## src/logic/sdp_wdma_defs.svh

```systemverilog
/*
 * Widths and packet bit positions for the SDP write-DMA data output stage.
 * Included by the package and by any module that slices raw vectors.
 */
`ifndef SDP_WDMA_DEFS_SVH
`define SDP_WDMA_DEFS_SVH

// command payload
`define SDP_WDMA_ADDR_W       29
`define SDP_WDMA_SIZE_W       13
`define SDP_WDMA_CMD_W        44

// data fifo lanes
`define SDP_WDMA_LANES        4
`define SDP_WDMA_LANE_W       64

// dma write request, atom address becomes a byte address
`define SDP_WDMA_REQ_W        66
`define SDP_WDMA_ATOM_SHIFT   3
`define SDP_WDMA_BYTE_ADDR_W  (`SDP_WDMA_ADDR_W + `SDP_WDMA_ATOM_SHIFT)

// packet bit positions
`define SDP_WDMA_REQ_TYPE_BIT 65
`define SDP_WDMA_REQ_ACK_BIT  45
`define SDP_WDMA_REQ_MASK_BIT 64

`endif

```

## src/logic/sdp_wdma_pkg.sv

```systemverilog
/*
 * Payload types of the SDP write-DMA data output stage.
 * Shared by the RTL and the testbench through a wildcard import.
 */
`include "sdp_wdma_defs.svh"

package sdp_wdma_pkg;

  // command from the wdma command path, odd bit carried but ignored
  typedef struct packed {
    logic                        cube_end;
    logic                        odd;
    logic [`SDP_WDMA_SIZE_W-1:0] size;
    logic [`SDP_WDMA_ADDR_W-1:0] addr;
  } wdma_cmd_t;

  // dma write request packet, raw vector
  // type 0: byte addr [31:0], size [44:32], require_ack [45]
  // type 1: data [63:0], mask [64]
  typedef logic [`SDP_WDMA_REQ_W-1:0] dma_req_t;

  // data fifo lane index and lane word
  typedef logic [$clog2(`SDP_WDMA_LANES)-1:0] lane_sel_t;
  typedef logic [`SDP_WDMA_LANE_W-1:0] lane_word_t;

endpackage

```

## src/logic/sdp_wdma_cmd_seq.sv

```systemverilog
/*
 * Command holding and packet sequencing for the write-DMA data output.
 * Takes one command, offers its command packet, then counts size+1
 * data beats. A new command may load while the last beat is accepted.
 */
`timescale 1ns/1ps
`include "sdp_wdma_defs.svh"

module sdp_wdma_cmd_seq import sdp_wdma_pkg::*; (
  input  logic      nvdla_core_clk,
  input  logic      nvdla_core_rstn,
  input  wdma_cmd_t cmd2dat_dma_pd,
  input  logic      cmd2dat_dma_pvld,
  output logic      cmd2dat_dma_prdy,
  input  logic      dat_vld,
  input  logic      wr_rdy,
  output wdma_cmd_t cur_cmd,
  output logic      cmd_pkt_vld,
  output logic      cmd_phase,
  output lane_sel_t lane,
  output logic      dat_rdy,
  output logic      dat_accept,
  output logic      layer_end
);

  logic                        cmd_vld;
  logic                        cmd_accept;
  logic                        is_last_beat;
  logic [`SDP_WDMA_SIZE_W-1:0] beat_cnt;

  // ================================================
  // command hold register
  // ================================================
  // free when empty or when the last beat leaves
  assign cmd2dat_dma_prdy = ~cmd_vld | (dat_accept & is_last_beat);

  always_ff @(posedge nvdla_core_clk or negedge nvdla_core_rstn) begin
    if (!nvdla_core_rstn) begin
      cmd_vld <= 1'b0;
    end else if (cmd2dat_dma_prdy) begin
      cmd_vld <= cmd2dat_dma_pvld;
    end
  end

  // payload only
  always_ff @(posedge nvdla_core_clk) begin
    if (cmd2dat_dma_pvld & cmd2dat_dma_prdy) begin
      cur_cmd <= cmd2dat_dma_pd;
    end
  end

  // ================================================
  // cmd / dat phase
  // ================================================
  assign cmd_pkt_vld = cmd_phase & cmd_vld;
  assign cmd_accept  = cmd_pkt_vld & wr_rdy;

  always_ff @(posedge nvdla_core_clk or negedge nvdla_core_rstn) begin
    if (!nvdla_core_rstn) begin
      cmd_phase <= 1'b1;
    end else if (cmd_accept) begin
      cmd_phase <= 1'b0;
    end else if (dat_accept & is_last_beat) begin
      cmd_phase <= 1'b1;
    end
  end

  // ================================================
  // beat counter
  // ================================================
  // size holds beats minus one
  assign is_last_beat = (beat_cnt == cur_cmd.size);

  always_ff @(posedge nvdla_core_clk or negedge nvdla_core_rstn) begin
    if (!nvdla_core_rstn) begin
      beat_cnt <= '0;
    end else if (dat_accept) begin
      if (is_last_beat) begin
        beat_cnt <= '0;
      end else begin
        beat_cnt <= beat_cnt + 1'b1;
      end
    end
  end

  // round robin lane, restarts at 0 per command
  assign lane       = beat_cnt[$bits(lane_sel_t)-1:0];
  assign dat_rdy    = ~cmd_phase & wr_rdy;
  assign dat_accept = dat_vld & dat_rdy;

  // last beat of the cube
  assign layer_end  = dat_accept & is_last_beat & cur_cmd.cube_end;

endmodule

```

## src/logic/sdp_wdma_dat_out.sv

```systemverilog
/*
 * Top of the SDP write-DMA data output stage.
 * Turns write commands and four data fifo lanes into DMA write requests,
 * and reports layer done, interrupt and unequal status.
 */
`timescale 1ns/1ps

module sdp_wdma_dat_out import sdp_wdma_pkg::*; (
  input  logic       nvdla_core_clk,
  input  logic       nvdla_core_rstn,
  input  wdma_cmd_t  cmd2dat_dma_pd,
  input  logic       cmd2dat_dma_pvld,
  output logic       cmd2dat_dma_prdy,
  input  lane_word_t dfifo0_rd_pd,
  input  logic       dfifo0_rd_pvld,
  output logic       dfifo0_rd_prdy,
  input  lane_word_t dfifo1_rd_pd,
  input  logic       dfifo1_rd_pvld,
  output logic       dfifo1_rd_prdy,
  input  lane_word_t dfifo2_rd_pd,
  input  logic       dfifo2_rd_pvld,
  output logic       dfifo2_rd_prdy,
  input  lane_word_t dfifo3_rd_pd,
  input  logic       dfifo3_rd_pvld,
  output logic       dfifo3_rd_prdy,
  output dma_req_t   dma_wr_req_pd,
  output logic       dma_wr_req_vld,
  input  logic       dma_wr_req_rdy,
  input  logic       reg2dp_ew_bypass,
  input  logic       reg2dp_ew_alu_bypass,
  input  logic [1:0] reg2dp_ew_alu_algo,
  input  logic       reg2dp_output_dst,
  input  logic       reg2dp_interrupt_ptr,
  input  logic       op_load,
  output logic       dp2reg_done,
  output logic       dp2reg_status_unequal,
  output logic       intr_req_ptr,
  output logic       intr_req_pvld
);

  wdma_cmd_t  cur_cmd;
  logic       cmd_pkt_vld;
  logic       cmd_phase;
  lane_sel_t  lane;
  logic       dat_rdy;
  logic       dat_accept;
  logic       layer_end;
  logic       dat_vld;
  lane_word_t dat_word;
  logic       wr_rdy;

  // ================================================
  // command sequencer
  // ================================================
  sdp_wdma_cmd_seq u_cmd_seq (
    .nvdla_core_clk   (nvdla_core_clk),
    .nvdla_core_rstn  (nvdla_core_rstn),
    .cmd2dat_dma_pd   (cmd2dat_dma_pd),
    .cmd2dat_dma_pvld (cmd2dat_dma_pvld),
    .cmd2dat_dma_prdy (cmd2dat_dma_prdy),
    .dat_vld          (dat_vld),
    .wr_rdy           (wr_rdy),
    .cur_cmd          (cur_cmd),
    .cmd_pkt_vld      (cmd_pkt_vld),
    .cmd_phase        (cmd_phase),
    .lane             (lane),
    .dat_rdy          (dat_rdy),
    .dat_accept       (dat_accept),
    .layer_end        (layer_end)
  );

  // lane select
  sdp_wdma_lane_gather u_lane_gather (
    .lane           (lane),
    .dat_rdy        (dat_rdy),
    .dfifo0_rd_pd   (dfifo0_rd_pd),
    .dfifo0_rd_pvld (dfifo0_rd_pvld),
    .dfifo0_rd_prdy (dfifo0_rd_prdy),
    .dfifo1_rd_pd   (dfifo1_rd_pd),
    .dfifo1_rd_pvld (dfifo1_rd_pvld),
    .dfifo1_rd_prdy (dfifo1_rd_prdy),
    .dfifo2_rd_pd   (dfifo2_rd_pd),
    .dfifo2_rd_pvld (dfifo2_rd_pvld),
    .dfifo2_rd_prdy (dfifo2_rd_prdy),
    .dfifo3_rd_pd   (dfifo3_rd_pd),
    .dfifo3_rd_pvld (dfifo3_rd_pvld),
    .dfifo3_rd_prdy (dfifo3_rd_prdy),
    .dat_vld        (dat_vld),
    .dat_word       (dat_word)
  );

  // dma request out
  sdp_wdma_req_pack u_req_pack (
    .reg2dp_ew_bypass     (reg2dp_ew_bypass),
    .reg2dp_ew_alu_bypass (reg2dp_ew_alu_bypass),
    .reg2dp_ew_alu_algo   (reg2dp_ew_alu_algo),
    .reg2dp_output_dst    (reg2dp_output_dst),
    .dma_wr_req_rdy       (dma_wr_req_rdy),
    .cur_cmd              (cur_cmd),
    .cmd_pkt_vld          (cmd_pkt_vld),
    .cmd_phase            (cmd_phase),
    .dat_vld              (dat_vld),
    .dat_word             (dat_word),
    .dma_wr_req_pd        (dma_wr_req_pd),
    .dma_wr_req_vld       (dma_wr_req_vld),
    .wr_rdy               (wr_rdy)
  );

  // status and interrupt
  sdp_wdma_layer_status u_layer_status (
    .nvdla_core_clk        (nvdla_core_clk),
    .nvdla_core_rstn       (nvdla_core_rstn),
    .op_load               (op_load),
    .dat_accept            (dat_accept),
    .dat_word              (dat_word),
    .layer_end             (layer_end),
    .reg2dp_interrupt_ptr  (reg2dp_interrupt_ptr),
    .dp2reg_done           (dp2reg_done),
    .dp2reg_status_unequal (dp2reg_status_unequal),
    .intr_req_ptr          (intr_req_ptr),
    .intr_req_pvld         (intr_req_pvld)
  );

endmodule

```

## src/logic/sdp_wdma_lane_gather.sv

```systemverilog
/*
 * Data fifo lane select for the write-DMA data output.
 * Presents the valid and word of the current lane and pops only that lane.
 */
`timescale 1ns/1ps
`include "sdp_wdma_defs.svh"

module sdp_wdma_lane_gather import sdp_wdma_pkg::*; (
  input  lane_sel_t  lane,
  input  logic       dat_rdy,
  input  lane_word_t dfifo0_rd_pd,
  input  logic       dfifo0_rd_pvld,
  output logic       dfifo0_rd_prdy,
  input  lane_word_t dfifo1_rd_pd,
  input  logic       dfifo1_rd_pvld,
  output logic       dfifo1_rd_prdy,
  input  lane_word_t dfifo2_rd_pd,
  input  logic       dfifo2_rd_pvld,
  output logic       dfifo2_rd_prdy,
  input  lane_word_t dfifo3_rd_pd,
  input  logic       dfifo3_rd_pvld,
  output logic       dfifo3_rd_prdy,
  output logic       dat_vld,
  output lane_word_t dat_word
);

  lane_word_t                 lane_pd [`SDP_WDMA_LANES];
  logic [`SDP_WDMA_LANES-1:0] lane_pvld;
  logic [`SDP_WDMA_LANES-1:0] lane_prdy;

  // gather loose lane ports
  assign lane_pd[0] = dfifo0_rd_pd;
  assign lane_pd[1] = dfifo1_rd_pd;
  assign lane_pd[2] = dfifo2_rd_pd;
  assign lane_pd[3] = dfifo3_rd_pd;
  assign lane_pvld  = {dfifo3_rd_pvld, dfifo2_rd_pvld, dfifo1_rd_pvld, dfifo0_rd_pvld};

  // single atom per beat
  assign dat_vld  = lane_pvld[lane];
  assign dat_word = lane_pd[lane];

  // one-hot ready on the selected lane
  always_comb begin
    lane_prdy       = '0;
    lane_prdy[lane] = dat_rdy;
  end

  assign dfifo0_rd_prdy = lane_prdy[0];
  assign dfifo1_rd_prdy = lane_prdy[1];
  assign dfifo2_rd_prdy = lane_prdy[2];
  assign dfifo3_rd_prdy = lane_prdy[3];

endmodule

```

## src/logic/sdp_wdma_layer_status.sv

```systemverilog
/*
 * Layer status for the write-DMA data output.
 * Sticky unequal flag for equal-compare mode, done pulse and interrupt.
 */
`timescale 1ns/1ps

module sdp_wdma_layer_status import sdp_wdma_pkg::*; (
  input  logic       nvdla_core_clk,
  input  logic       nvdla_core_rstn,
  input  logic       op_load,
  input  logic       dat_accept,
  input  lane_word_t dat_word,
  input  logic       layer_end,
  input  logic       reg2dp_interrupt_ptr,
  output logic       dp2reg_done,
  output logic       dp2reg_status_unequal,
  output logic       intr_req_ptr,
  output logic       intr_req_pvld
);

  // ================================================
  // unequal status
  // ================================================
  // any non-zero word seen since op_load
  always_ff @(posedge nvdla_core_clk or negedge nvdla_core_rstn) begin
    if (!nvdla_core_rstn) begin
      dp2reg_status_unequal <= 1'b0;
    end else if (op_load) begin
      dp2reg_status_unequal <= 1'b0;
    end else if (dat_accept & (|dat_word)) begin
      dp2reg_status_unequal <= 1'b1;
    end
  end

  // done one cycle after the interrupt request
  always_ff @(posedge nvdla_core_clk or negedge nvdla_core_rstn) begin
    if (!nvdla_core_rstn) begin
      dp2reg_done <= 1'b0;
    end else begin
      dp2reg_done <= layer_end;
    end
  end

  // intr goes out with the last beat
  assign intr_req_pvld = layer_end;
  assign intr_req_ptr  = reg2dp_interrupt_ptr;

endmodule

```

## src/logic/sdp_wdma_req_pack.sv

```systemverilog
/*
 * DMA write request builder for the write-DMA data output.
 * Decodes quiet mode, muxes the command or data packet, and makes the
 * internal ready that the sequencer and lane select run on.
 */
`timescale 1ns/1ps
`include "sdp_wdma_defs.svh"

module sdp_wdma_req_pack import sdp_wdma_pkg::*; (
  input  logic       reg2dp_ew_bypass,
  input  logic       reg2dp_ew_alu_bypass,
  input  logic [1:0] reg2dp_ew_alu_algo,
  input  logic       reg2dp_output_dst,
  input  logic       dma_wr_req_rdy,
  input  wdma_cmd_t  cur_cmd,
  input  logic       cmd_pkt_vld,
  input  logic       cmd_phase,
  input  logic       dat_vld,
  input  lane_word_t dat_word,
  output dma_req_t   dma_wr_req_pd,
  output logic       dma_wr_req_vld,
  output logic       wr_rdy
);

  logic cfg_mode_eql;
  logic cfg_mode_pdp;
  logic cfg_mode_quiet;

  // ================================================
  // quiet mode decode
  // ================================================
  // equal compare, both bypasses off and algo 3
  assign cfg_mode_eql   = ~reg2dp_ew_bypass & ~reg2dp_ew_alu_bypass
                          & (reg2dp_ew_alu_algo == 2'h3);
  // output goes to pdp
  assign cfg_mode_pdp   = reg2dp_output_dst;
  assign cfg_mode_quiet = cfg_mode_eql | cfg_mode_pdp;

  // dma never stalls us in quiet mode
  assign wr_rdy = cfg_mode_quiet | dma_wr_req_rdy;

  // ================================================
  // packet mux
  // ================================================
  assign dma_wr_req_vld = (cmd_pkt_vld | (~cmd_phase & dat_vld)) & ~cfg_mode_quiet;

  always_comb begin
    dma_wr_req_pd = '0;
    if (cmd_phase) begin
      // cmd pkt, byte address from atom address
      dma_wr_req_pd[`SDP_WDMA_BYTE_ADDR_W-1:0] =
        {cur_cmd.addr, {`SDP_WDMA_ATOM_SHIFT{1'b0}}};
      dma_wr_req_pd[`SDP_WDMA_BYTE_ADDR_W +: `SDP_WDMA_SIZE_W] = cur_cmd.size;
      dma_wr_req_pd[`SDP_WDMA_REQ_ACK_BIT]  = cur_cmd.cube_end;
      dma_wr_req_pd[`SDP_WDMA_REQ_TYPE_BIT] = 1'b0;
    end else begin
      // dat pkt, one atom so mask is a constant 1
      dma_wr_req_pd[`SDP_WDMA_LANE_W-1:0]   = dat_word;
      dma_wr_req_pd[`SDP_WDMA_REQ_MASK_BIT] = 1'b1;
      dma_wr_req_pd[`SDP_WDMA_REQ_TYPE_BIT] = 1'b1;
    end
  end

endmodule

```

## config.mk

```make
export PLATFORM = sky130hd
export DESIGN_NAME = sdp_wdma_dat_out
export DESIGN_NICKNAME = d
export VERILOG_FILES = /design/src/logic/sdp_wdma_pkg.sv /design/src/logic/sdp_wdma_cmd_seq.sv /design/src/logic/sdp_wdma_dat_out.sv /design/src/logic/sdp_wdma_lane_gather.sv /design/src/logic/sdp_wdma_layer_status.sv /design/src/logic/sdp_wdma_req_pack.sv
export VERILOG_INCLUDE_DIRS = /design/src /design/src/logic
export SDC_FILE = /design/constraint.sdc
export NUM_CORES = 1
export LEC_CHECK = 0
export BUFFER_PORTS_ARGS = -buffer_cell sky130_fd_sc_hd__buf_4
export CORE_AREA = 3 3 149 151
export CTS_BUF_LIST = sky130_fd_sc_hd__clkbuf_4 sky130_fd_sc_hd__clkbuf_8
export DETAILED_ROUTE_END_ITERATION = 10
export DIE_AREA = 0 0 152 154
export PLACE_DENSITY = 0.63
export SLEW_MARGIN = 25
export SYNTH_ARGS = -nofsm -noshare
export SYNTH_HDL_FRONTEND = slang
export SYNTH_SLANG_ARGS = --single-unit
```

## constraint.sdc

```tcl
create_clock -name nvdla_core_clk -period 3.4 [get_ports nvdla_core_clk]
set_input_delay 0.68 -clock nvdla_core_clk [delete_from_list [all_inputs] [get_ports nvdla_core_clk]]
set_output_delay 0.68 -clock nvdla_core_clk [all_outputs]
set_load 0.01 [all_outputs]
```

==> results.sh, run 1 <==
export IMPL_outcome="finished, final reports clean"
export IMPL_critical_path_top_delay_family="simple AND/OR/NAND/NOR gates"
export IMPL_route_detailed_drc=0
export IMPL_drt_initial_drc_count=271
export IMPL_global_route_wire_length_before_repair_mm=32.23
export IMPL_avgRoutedWirePerCell_um=20.47
export IMPL_totalWireLength_mm=22.09
export IMPL_p_per_area_mw_per_mm2=613.5
export IMPL_avgViaCountPerCell=4.597
export IMPL_design_die_area_mm2=0.02341
export IMPL_synth_area_mm2=0.004745
export IMPL_worst_ep_arrival_time_ns=2.44
export IMPL_netlist_area_leader_share_pct=30.85
export IMPL_use_met1_pct=22.77
export IMPL_antenna_found_initial=0
export IMPL_busiest_layer="met2"
export IMPL_postSynthAreaPerCell_um2=11.27
export IMPL_slew_viol_final=0
export IMPL_layout_nets=1118
export IMPL_grtUsageMet3_pct=5.545
export IMPL_clock_skew_ns=0.01074
export IMPL_critical_path_startpoint_type="flop"
export IMPL_holdCritPathClass="in2async"
export IMPL_synth_most_common_cell="nand2_1"
export IMPL_unrepaired_setup_endpoints_after_global_routing="false"
export IMPL_place_detailed_hpwl_mm=18.51
export IMPL_worstSkewPairLatency_ns=0.35
export IMPL_power_uw=4993
export IMPL_inserted_diodes=0
export IMPL_ir_worst_vdd_mv=0.2674
export IMPL_synth_top_cells_by_area="mux4_2, edfxtp_1, nand2_1, dfrtp_1, and2_1"
export IMPL_cts_clk_slew_worst_paths_ns=0.07
export IMPL_setup_viol=0
export IMPL_leakage_uw=0.003735
export IMPL_finalCritPeriodShare_pct=91.87
export IMPL_place_inst=1063
export IMPL_floorplan_die_height_um=154
export IMPL_number_of_global_route_vias_before_repair=5394
export IMPL_route_vias_total=4960
export IMPL_max_slew_margin_rel_pct=60.56
export IMPL_floorplan_core_area_mm2=0.02096
export IMPL_finalCriticalPeriod_ns=3.124
export IMPL_tritoncts_clock_tree="done"
export IMPL_synth_largest_area_cell="mux4_2"
export IMPL_synthTopCellsByCount="nand2_1, mux4_2, edfxtp_1"
export IMPL_critical_path_peak_fanout=8
export IMPL_crit_path_end_kind="output pin"
export IMPL_seq_area_frac_synth_pct=36.21
export IMPL_cts_root_buffer="clkbuf_8"
export IMPL_seq_cells_post_synth=60
export IMPL_post_route_cells_drive_above_1_share_pct=61.07
export IMPL_met2_usage_pct=30.02
export IMPL_post_route_setup_slack_ns=0.2763
export IMPL_placement_io_buffers=387
export IMPL_setup_tns_ns=0
export IMPL_synthesis_to_layout_area_growth_pct=71.55
export IMPL_asyncSetResetFlopFracSynth_pct=28.33
export IMPL_start_util_pct=22.64
export IMPL_worst_pin_slew_ns=0.5907
export IMPL_floorplan_rows=53
export IMPL_crit_path_start="u_cmd_seq.beat_cnt[0]"
export IMPL_floorplan_die_width_um=152
export IMPL_cp_num_buf_inv=1
export IMPL_post_dp_cell_area_mm2=0.007901
export IMPL_critical_path_max_stage_delay_ns=0.55
export IMPL_synth_cell_types=35
export IMPL_cts_post_setup_buffers_inserted=0
export IMPL_final_cell_area_mm2=0.008139
export IMPL_post_route_antenna_net_violation_count=0
export IMPL_gr_usage_all_layers_pct=18.09
export IMPL_synthesis_nets=740
export IMPL_worst_r2r_startpoint="u_cmd_seq.beat_cnt[1]"
export IMPL_layoutNonFillerInstCount=1079
export IMPL_preCtsSetupSlack_ns=0.1681
export IMPL_final_hold_viol_count=0
export IMPL_maximum_number_of_pins_on_one_net_before_global_route_repair=46
export IMPL_cts_num_sinks=60
export IMPL_drt_pass1_iter_count=4
export IMPL_ios=391
export IMPL_globalRoute_totalOverflow=0
export IMPL_timing_critical_path_slowest_stage_cell="dfrtp_4"
export IMPL_path_cells="xor2_1 -> nor4_1 -> nand4_1 -> nor4_4 -> and2b_2 -> and2_1 -> buf_4"
export IMPL_drv_max_cap_violation_count=0
export IMPL_cts_root_to_sink_buffers=2
export IMPL_synthCells=421
export IMPL_finalWeightedCongestion=0.8601
export IMPL_path_class="reg2out"
export IMPL_cts_htree_levels=3
export IMPL_fmaxAchievable_mhz=320.1
export IMPL_cts_made_buffers=9
export IMPL_synth_main_ff_cell="edfxtp_1"
export IMPL_count_of_flip_flops_with_a_built_in_enable_after_synthesis=43
export IMPL_yosysWarnings=0
export IMPL_cp_required_ns=2.72
## layout make-up
class                   instances  area (um^2)
well taps                     275        344.1
flip-flops and latches         60         1725
repair buffers                400         3007
fillers                      2184        12820
multi-input cells             323         2833
inverters                       5        18.77
clock buffers                  12        165.2
clock inverters                 4        46.29
## cell usage in the layout (no fill, tap or decap), types with 4 or more instances in the layout
| cell | instances |
|---|---|
| dfrtp_1 | 14 |
| xor2_1 | 11 |
| nor2_1 | 18 |
| edfxtp_1 | 43 |
| and2_1 | 26 |
| xnor2_1 | 12 |
| nand2_1 | 134 |
| nand3_1 | 5 |
| mux4_2 | 65 |
| nor4_1 | 16 |
| clkbuf_8 | 12 |
| ha_1 | 4 |
| nand4_1 | 7 |
| inv_1 | 4 |
| buf_4 | 399 |
## flip-flops by register name, indices dropped and copies added (netlist names)
signal / cells
u_cmd_seq.beat_cnt: 13
u_layer_status.dp2reg_status_unequal: 1
u_cmd_seq.cmd_phase: 1
u_cmd_seq.cur_cmd: 43
u_layer_status.dp2reg_done: 1
u_cmd_seq.cmd_vld: 1
## through the flow
stage	hold slack, ns	util [%]
6_report	0.1854	38.84
5_1_grt	0.1775	38.84
4_1_cts	0.1602	38.72
3_5_place_dp	0.5002	37.71
3_3_place_gp	0.4724	37.71
2_1_floorplan	0.3844	-
## where the power goes
part / leakage, uW / switching (uW) / total [uW] / internal [uW]
registers: 0.000601 / 118 / 948 / 831
logic: 0.00303 / 1520 / 3330 / 1810
clock network: 0.000106 / 317 / 713 / 395
total: 0.00374 / 1960 / 4990 / 3030
## final timing paths
path / endpoint / slack, ns / cells past startpoint
worst max-delay path: intr_req_pvld / 0.28 / 7
worst min-delay path: u_cmd_seq.beat_cnt[4] / 0.19 / 1
worst max register to register: u_layer_status.dp2reg_status_unequal / 0.35 / 8
worst min register to register: u_layer_status.dp2reg_status_unequal / 0.51 / 2
max in group asynchronous: u_cmd_seq.cmd_phase / 2.96 / 1
min in group nvdla_core_clk: u_cmd_seq.cur_cmd[12] / 0.50 / 1
## worst reg2reg max path, cell delays in order, from the launching register on
cell and delay, ns:
dfrtp_4 0.64, buf_4 0.43, buf_4 0.28, mux4_2 0.34
nor4_2 0.44, nand4_1 0.18, nor4_1 0.36, buf_4 0.18
o31ai_1 0.06
## layer usage
layer,vias up,routed length [um]
li1,2310,-
met2,254,10930
met5,-,0
met3,29,1813
met1,2367,8864
met4,0,482
## logic make-up (layout without fill, tap and decap cells)
family / count (synthesis) / in the layout / share of synthesized area [%]
AO/OA/AOI/OAI: 8 / 8 / 1.451
XOR/XNOR: 23 / 23 / 4.246
adder cells (fa/ha/maj): 4 / 4 / 1.055
buffers and inverters: 38 / 421 / 4.588
flip-flops: 60 / 60 / 36.21
multiplexers: 67 / 67 / 31.30
AND/OR/NAND/NOR: 221 / 221 / 21.15
## what timing repair did
item,in CTS,in global routing
hold buffers,0,0
gates resized for setup,0,5
hold endpoints to repair,0,0
endpoints found under the setup margin,0,3
(Power assumes the default switching activity.)
==> inputs of run 2 (changes only) <==
- ABC_AREA: not set -> 1
- CELL_PAD_IN_SITES_DETAIL_PLACEMENT: not set -> 1
- CELL_PAD_IN_SITES_GLOBAL_PLACEMENT: not set -> 2
- CORE_AREA: 3 3 149 151 -> not set
- CORE_MARGIN: not set -> 3
- CORE_UTILIZATION: not set -> 19
- DIE_AREA: 0 0 152 154 -> not set
- PLACE_DENSITY: 0.63 -> 0.95
- RECOVER_POWER: not set -> 25
==> run 2 against run 1 <==
  * Global-route usage rose by 0.56 points
  * Critical path depth did not move
  * Worst setup slack improved by 0.17 ns
  * Via count rose by 45%
  * Cell area rose by 7.7%
  * Non-clock buffer count rose by 1
  * Sequential power fell by 2.4%
  * Worst hold slack improved by 0.29 ns
  * Utilization fell by 6.6 points
  * Power rose by 29%
  * Critical path type unchanged
  * Critical endpoint is now dma_wr_req_pd[33]
  * Largest power group unchanged
==> results.sh, run 2 <==
export IMPL_outcome="finished, final reports clean"
export IMPL_unrepaired_setup_endpoints_after_global_routing="false"
export IMPL_floorplan_die_width_um=173.0
export IMPL_placement_io_buffers=387
export IMPL_count_of_flip_flops_with_a_built_in_enable_after_synthesis=43
export IMPL_critical_path_top_delay_family="buffers and inverters"
export IMPL_preCtsSetupSlack_ns=0.7089
export IMPL_number_of_global_route_vias_before_repair=7524
export IMPL_cts_clk_slew_worst_paths_ns=0.07
export IMPL_hold_path_cell_count=2
export IMPL_post_route_cells_drive_above_1_share_pct=34.71
export IMPL_yosysWarnings=0
export IMPL_reg_largest_list="u_cmd_seq.cur_cmd: 43 flops, u_cmd_seq.beat_cnt: 13 flops"
export IMPL_path_class="reg2out"
export IMPL_synth_area_mm2=0.005300
export IMPL_place_detailed_hpwl_mm=23.52
export IMPL_synth_largest_area_cell="nand2_1"
export IMPL_path_cells="inv_4 -> buf_4 -> nand2_1 -> nand3_1 -> nand2_1 -> o21ai_0 -> buf_4"
export IMPL_floorplan_die_height_um=173.0
export IMPL_totalWireLength_mm=28.81
export IMPL_multiInputGateArea_mm2=0.003208
export IMPL_utilization_pct=32.25
export IMPL_avgViaCountPerCell=4.471
export IMPL_grtUsageMet3_pct=4.523
export IMPL_regArea_mm2=0.001727
export IMPL_start_util_pct=19.50
export IMPL_hold_path_startpoint="op_load"
export IMPL_drt_initial_drc_count=328
export IMPL_global_route_wire_length_before_repair_mm=43.86
export IMPL_clock_skew_ns=0.009826
export IMPL_seq_cells_post_synth=60
export IMPL_most_common_cell_after_layout_fill_and_taps_aside="nand2_1"
export IMPL_netlist_area_leader_share_pct=30.74
export IMPL_avgRoutedWirePerCell_um=17.87
export IMPL_synth_most_common_cell="nand2_1"
export IMPL_synthesis_nets=1201
export IMPL_synthesis_to_layout_area_growth_pct=65.34
export IMPL_ir_worst_vdd_mv=0.3851
export IMPL_worstSkewPairLatency_ns=0.34
export IMPL_timing_critical_path_slowest_stage_cell="dfrtp_4"
export IMPL_floorplan_rows=60
export IMPL_max_slew_margin_rel_pct=29.95
export IMPL_largest_reg_flops=43
export IMPL_synthTopCellsByCount="nand2_1, nand3_1, nor2_1"
export IMPL_final_hold_viol_count=0
export IMPL_worst_r2r_cell_count=9
export IMPL_place_inst=1595
export IMPL_cts_htree_levels=3
export IMPL_critical_path_peak_fanout=48
export IMPL_cts_post_setup_buffers_inserted=0
export IMPL_slew_viol_final=0
export IMPL_end_point_of_the_worst_hold_path="u_layer_status.dp2reg_status_unequal"
export IMPL_postSynthAreaPerCell_um2=6.009
export IMPL_synth_main_ff_cell="edfxtp_1"
export IMPL_met2_usage_pct=31.87
export IMPL_layoutNonFillerInstCount=1612
export IMPL_critical_path_startpoint_type="flop"
export IMPL_crit_path_end_kind="output pin"
export IMPL_post_route_antenna_net_violation_count=0
export IMPL_cts_num_sinks=60
export IMPL_floorplan_core_area_mm2=0.02718
export IMPL_cts_root_buffer="clkbuf_8"
export IMPL_synth_top_cells_by_area="nand2_1, edfxtp_1, nand3_1, dfrtp_1, o21ai_0"
export IMPL_critical_path_max_stage_delay_ns=0.51
export IMPL_cts_resized=0
export IMPL_num_fill_cells=3539
export IMPL_most_common_layout_cells="nand2_1, buf_4, nand3_1"
export IMPL_setup_tns_ns=0
export IMPL_maximum_number_of_pins_on_one_net_before_global_route_repair=94
export IMPL_rrSetupSlack_ns=1.02
export IMPL_worstReg2RegEnd="u_cmd_seq.cur_cmd[14]"
export IMPL_holdCritPathClass="in2reg"
export IMPL_finalCriticalPeriod_ns=2.956
export IMPL_asyncSetResetFlopFracSynth_pct=28.33
export IMPL_ios=391
export IMPL_setup_viol=0
export IMPL_busiest_layer="met2"
export IMPL_globalRoute_totalOverflow=0
export IMPL_route_vias_total=7208
export IMPL_synth_cell_types=33
export IMPL_finalCritPeriodShare_pct=86.95
export IMPL_worst_r2r_startpoint="u_cmd_seq.beat_cnt[0]"
export IMPL_leakage_uw=0.004332
export IMPL_worst_ep_arrival_time_ns=2.28
export IMPL_gr_usage_all_layers_pct=18.66
export IMPL_fmaxAchievable_mhz=338.3
export IMPL_route_detailed_drc=0
export IMPL_post_route_setup_slack_ns=0.4437
export IMPL_cts_root_to_sink_buffers=2
export IMPL_cp_required_ns=2.72
export IMPL_use_met1_pct=23.56
export IMPL_cts_made_buffers=9
export IMPL_synthCells=882
export IMPL_design_die_area_mm2=0.02994
export IMPL_layout_nets=1553
export IMPL_worst_pin_slew_ns=1.051
export IMPL_drt_pass1_iter_count=5
export IMPL_seq_area_frac_synth_pct=32.41
export IMPL_cts_hold_buffers_added=0
export IMPL_cp_num_buf_inv=3
export IMPL_top_register="u_cmd_seq.cur_cmd"
export IMPL_tritoncts_clock_tree="done"
export IMPL_finalWeightedCongestion=0.8605
export IMPL_drv_max_cap_violation_count=0
export IMPL_p_per_area_mw_per_mm2=737.8
export IMPL_antenna_found_initial=1
==> run 2: cell count changes after synthesis, sizes merged, moves of 16 or more <==
| cell | previous run | this run |
|---|---|---|
| and2 | 26 | 0 |
| buf | 13 | 32 |
| inv | 5 | 24 |
| mux4 | 65 | 0 |
| nand2 | 134 | 434 |
| nand3 | 5 | 146 |
| nor2 | 18 | 58 |
| nor4 | 19 | 3 |
| o21ai | 1 | 53 |
==> run 2: per-stage QoR <==
stage,cell area [um^2],total power (uW),hold WS [ns]
2_1_floorplan,5304,3602,0.3844
4_1_cts,8768,6624,0.1827
5_1_grt,8763,7096,0.4621
3_5_place_dp,8553,5868,0.5071
3_3_place_gp,8553,5789,0.5018
6_report,8763,6465,0.4794
==> run 2: power breakdown <==
part / total [uW] / switching [uW] / leakage (uW) / internal (uW)
Combinational: 4820 / 3000 / 0.00364 / 1820
Sequential: 925 / 64.0 / 0.000584 / 861
Clock: 724 / 298 / 0.000108 / 426
Total: 6470 / 3360 / 0.00433 / 3100
==> run 2: cell type report <==
type	instances	share of cell area [%]
sequential	60	19.70
inverter	24	1.057
timing repair buffer	401	34.84
multi-input combinational	738	36.61
tap	372	5.311
clock buffer	11	1.585
antenna	1	0.02856
clock inverter	5	0.8709
==> run 2: routing by layer <==
layer  vias up  part of all wire (%)
li1       3560                     -
met1      3342                    42
met2       271                    48
met3        35                   7.2
met4         0                   2.4
met5         -                     0
==> run 2: worst max-delay path by stage <==
stage | cells past startpoint | to | start
finish | 7 | dma_wr_req_pd[33] | u_cmd_seq.beat_cnt[0]
global route | 7 | dma_wr_req_pd[34] | u_cmd_seq.beat_cnt[0]
CTS | 7 | dma_wr_req_pd[33] | u_cmd_seq.beat_cnt[0]
detailed placement | 10 | intr_req_pvld | reg2dp_ew_alu_bypass
global placement | 10 | intr_req_pvld | reg2dp_ew_alu_bypass
floorplan | 8 | u_cmd_seq.cur_cmd[0] | reg2dp_ew_alu_bypass
==> run 2: kinds of logic (layout without fill, tap and decap cells) <==
| family | after synthesis | in the layout | synth area share, % |
|---|---|---|---|
| buffers and inverters | 84 | 441 | 7.271 |
| AND/OR/NAND/NOR | 663 | 663 | 51.87 |
| XOR/XNOR | 9 | 9 | 1.487 |
| flip-flops | 60 | 60 | 32.41 |
| adder cells (fa/ha/maj) | 4 | 4 | 0.9443 |
| AO/OA/AOI/OAI | 62 | 62 | 6.020 |
| other | 0 | 1 | 0 |
==> inputs of run 3 (changes only) <==
- ABC_AREA: 1 -> not set
- CORE_ASPECT_RATIO: not set -> 0.8
- CORE_UTILIZATION: 19 -> 22
==> run 3 against run 2 <==
  * Non-clock buffer count increased by 2
  * Via count decreased by 30%
  * Flip-flop and latch count unchanged
  * Highest routed layer unchanged
==> results.sh, run 3 (synthesis gave the netlist of run 1 again) <==
export IMPL_outcome="finished, final reports clean"
export IMPL_drv_max_cap_violation_count=0
export IMPL_final_cell_area_mm2=0.008200
export IMPL_path_cells="buf_4 -> mux4_2 -> o311ai_2 -> and2b_2 -> and2_1 -> buf_4"
export IMPL_slew_viol_final=0
export IMPL_worst_pin_slew_ns=1.001
export IMPL_totalWireLength_mm=23.60
export IMPL_maximum_number_of_pins_on_one_net_before_global_route_repair=46
export IMPL_avgViaCountPerCell=4.684
export IMPL_cp_num_buf_inv=2
export IMPL_avgRoutedWirePerCell_um=21.93
export IMPL_setup_tns_ns=0
export IMPL_unrepaired_setup_endpoints_after_global_routing="false"
export IMPL_cts_htree_levels=3
export IMPL_critical_path_top_delay_family="flip-flops"
export IMPL_cts_hold_buffers_added=0
export IMPL_num_fill_cells=2408
export IMPL_critical_path_cell_count=6
export IMPL_drt_pass1_iter_count=4
export IMPL_reg_largest_list="u_cmd_seq.cur_cmd: 43 flops, u_cmd_seq.beat_cnt: 13 flops"
export IMPL_route_detailed_drc=0
export IMPL_path_common_cell="buf_4"
export IMPL_timing_critical_path_slowest_stage_cell="dfrtp_4"
export IMPL_worst_ep_arrival_time_ns=2.39
export IMPL_place_detailed_hpwl_mm=20.22
export IMPL_preCtsSetupSlack_ns=0.3581
export IMPL_floorplan_core_area_mm2=0.02094
export IMPL_crit_path_end_kind="output pin"
export IMPL_start_util_pct=22.66
export IMPL_top_register="u_cmd_seq.cur_cmd"
export IMPL_utilization_pct=39.17
export IMPL_regArea_mm2=0.001725
export IMPL_clock_skew_ns=0.01536
export IMPL_critical_path_max_stage_delay_ns=0.52
export IMPL_design_die_area_mm2=0.02337
export IMPL_cts_root_to_sink_buffers=2
export IMPL_cts_root_buffer="clkbuf_8"
export IMPL_final_hold_viol_count=0
export IMPL_max_slew_margin_rel_pct=33.29
export IMPL_post_route_cells_drive_above_1_share_pct=60.97
export IMPL_route_vias_total=5040
export IMPL_inserted_diodes=0
export IMPL_worst_r2r_startpoint="u_cmd_seq.beat_cnt[0]"
export IMPL_floorplan_die_width_um=170.2
export IMPL_multiInputGateArea_mm2=0.002811
export IMPL_p_per_area_mw_per_mm2=640.5
export IMPL_cts_made_buffers=9
export IMPL_post_dp_cell_area_mm2=0.007931
export IMPL_leakage_uw=0.003769
export IMPL_ir_worst_vdd_mv=0.2768
export IMPL_antenna_found_initial=0
export IMPL_most_common_layout_cells="buf_4, nand2_1, mux4_2"
export IMPL_cp_required_ns=2.72
export IMPL_floorplan_rows=47
export IMPL_synthesis_to_layout_area_growth_pct=72.84
export IMPL_critical_path_startpoint_type="flop"
export IMPL_ios=391
export IMPL_global_route_wire_length_before_repair_mm=33.35
export IMPL_gr_usage_all_layers_pct=19.29
export IMPL_cts_num_sinks=60
export IMPL_finalCriticalPeriod_ns=3.075
export IMPL_floorplan_die_height_um=137.4
export IMPL_worst_r2r_cell_count=9
export IMPL_power_uw=5252
export IMPL_globalRoute_totalOverflow=0
export IMPL_setup_viol=0
export IMPL_tritoncts_clock_tree="done"
export IMPL_layout_nets=1121
export IMPL_worstReg2RegEnd="u_layer_status.dp2reg_status_unequal"
export IMPL_holdCritPathClass="in2async"
export IMPL_critical_path_peak_fanout=8
export IMPL_finalCritPeriodShare_pct=90.43
export IMPL_cts_clk_slew_worst_paths_ns=0.08
export IMPL_worstSkewPairLatency_ns=0.36
export IMPL_post_route_setup_slack_ns=0.3254
export IMPL_path_class="reg2out"
export IMPL_rrSetupSlack_ns=0.37
export IMPL_drt_initial_drc_count=270
export IMPL_post_route_antenna_net_violation_count=0
export IMPL_fmaxAchievable_mhz=325.3
export IMPL_largest_reg_flops=43
export IMPL_finalWeightedCongestion=0.8705
export IMPL_number_of_global_route_vias_before_repair=5511
export IMPL_most_common_cell_after_layout_fill_and_taps_aside="buf_4"
export IMPL_placement_io_buffers=387
-- run 3: changes by cell type in the layout (fill, tap and decap cells not counted), sizes merged, moves of 8 or more --
| cell | before | now |
|---|---|---|
| nand2 | 434 | 134 |
| mux4 | 0 | 65 |
| xnor2 | 4 | 12 |
| nand3 | 146 | 5 |
| inv | 24 | 7 |
| nor2 | 58 | 18 |
| nor4 | 3 | 19 |
| and2 | 0 | 26 |
| o21ai | 53 | 1 |
-- run 3: layer usage --
metal / part of all wire, % / GRT usage (%) / vias to the layer above
met2: 50 / 32.14 / 229
met5: 0 / 0 / -
li1: - / - / 2320
met3: 7.7 / 4.848 / 11
met1: 41 / 25.71 / 2480
met4: 0.58 / 3.694 / 0
-- run 3: where the power goes --
| group | switching [uW] | internal (uW) | total, uW |
|---|---|---|---|
| Sequential | 83.7 | 831 | 914 |
| Clock | 323 | 485 | 808 |
| Combinational | 1650 | 1880 | 3530 |
| Total | 2060 | 3190 | 5250 |
-- run 3: stage by stage --
step           hold WS (ns)  std cells
2_1_floorplan        0.3844        421
3_3_place_gp         0.4736       1057
3_5_place_dp         0.4875       1057
4_1_cts              0.1448       1073
5_1_grt              0.4663       1076
6_report             0.4615       1076
-- run 3: layout make-up --
type                            count  area share (%)
Timing Repair Buffer              403           37.46
Multi-Input combinational cell    323           34.28
Sequential cell                    60           21.04
Tap cell                          269           4.104
Clock buffer                        9           1.511
Clock inverter                      7           1.373
Inverter                            5          0.2289
-- run 3: worst max-delay path by stage --
| stage | start | to | slack (ns) |
|---|---|---|---|
| floorplan | u_cmd_seq.beat_cnt[0] | u_cmd_seq.cur_cmd[0] | 0.33 |
| global placement | reg2dp_ew_alu_bypass | intr_req_pvld | 0.40 |
| detailed placement | reg2dp_ew_alu_bypass | intr_req_pvld | 0.36 |
| CTS | u_cmd_seq.beat_cnt[0] | intr_req_pvld | 0.09 |
| global route | u_cmd_seq.beat_cnt[0] | intr_req_pvld | 0.11 |
| finish | u_cmd_seq.beat_cnt[0] | intr_req_pvld | 0.33 |
-- run 3: repair_timing --
action / 4_1_cts / 5_1_grt
setup buffers: 0 / 3
resized for setup: 0 / 1
endpoints found under the setup margin: 0 / 2
endpoints found under the hold margin: 0 / 0
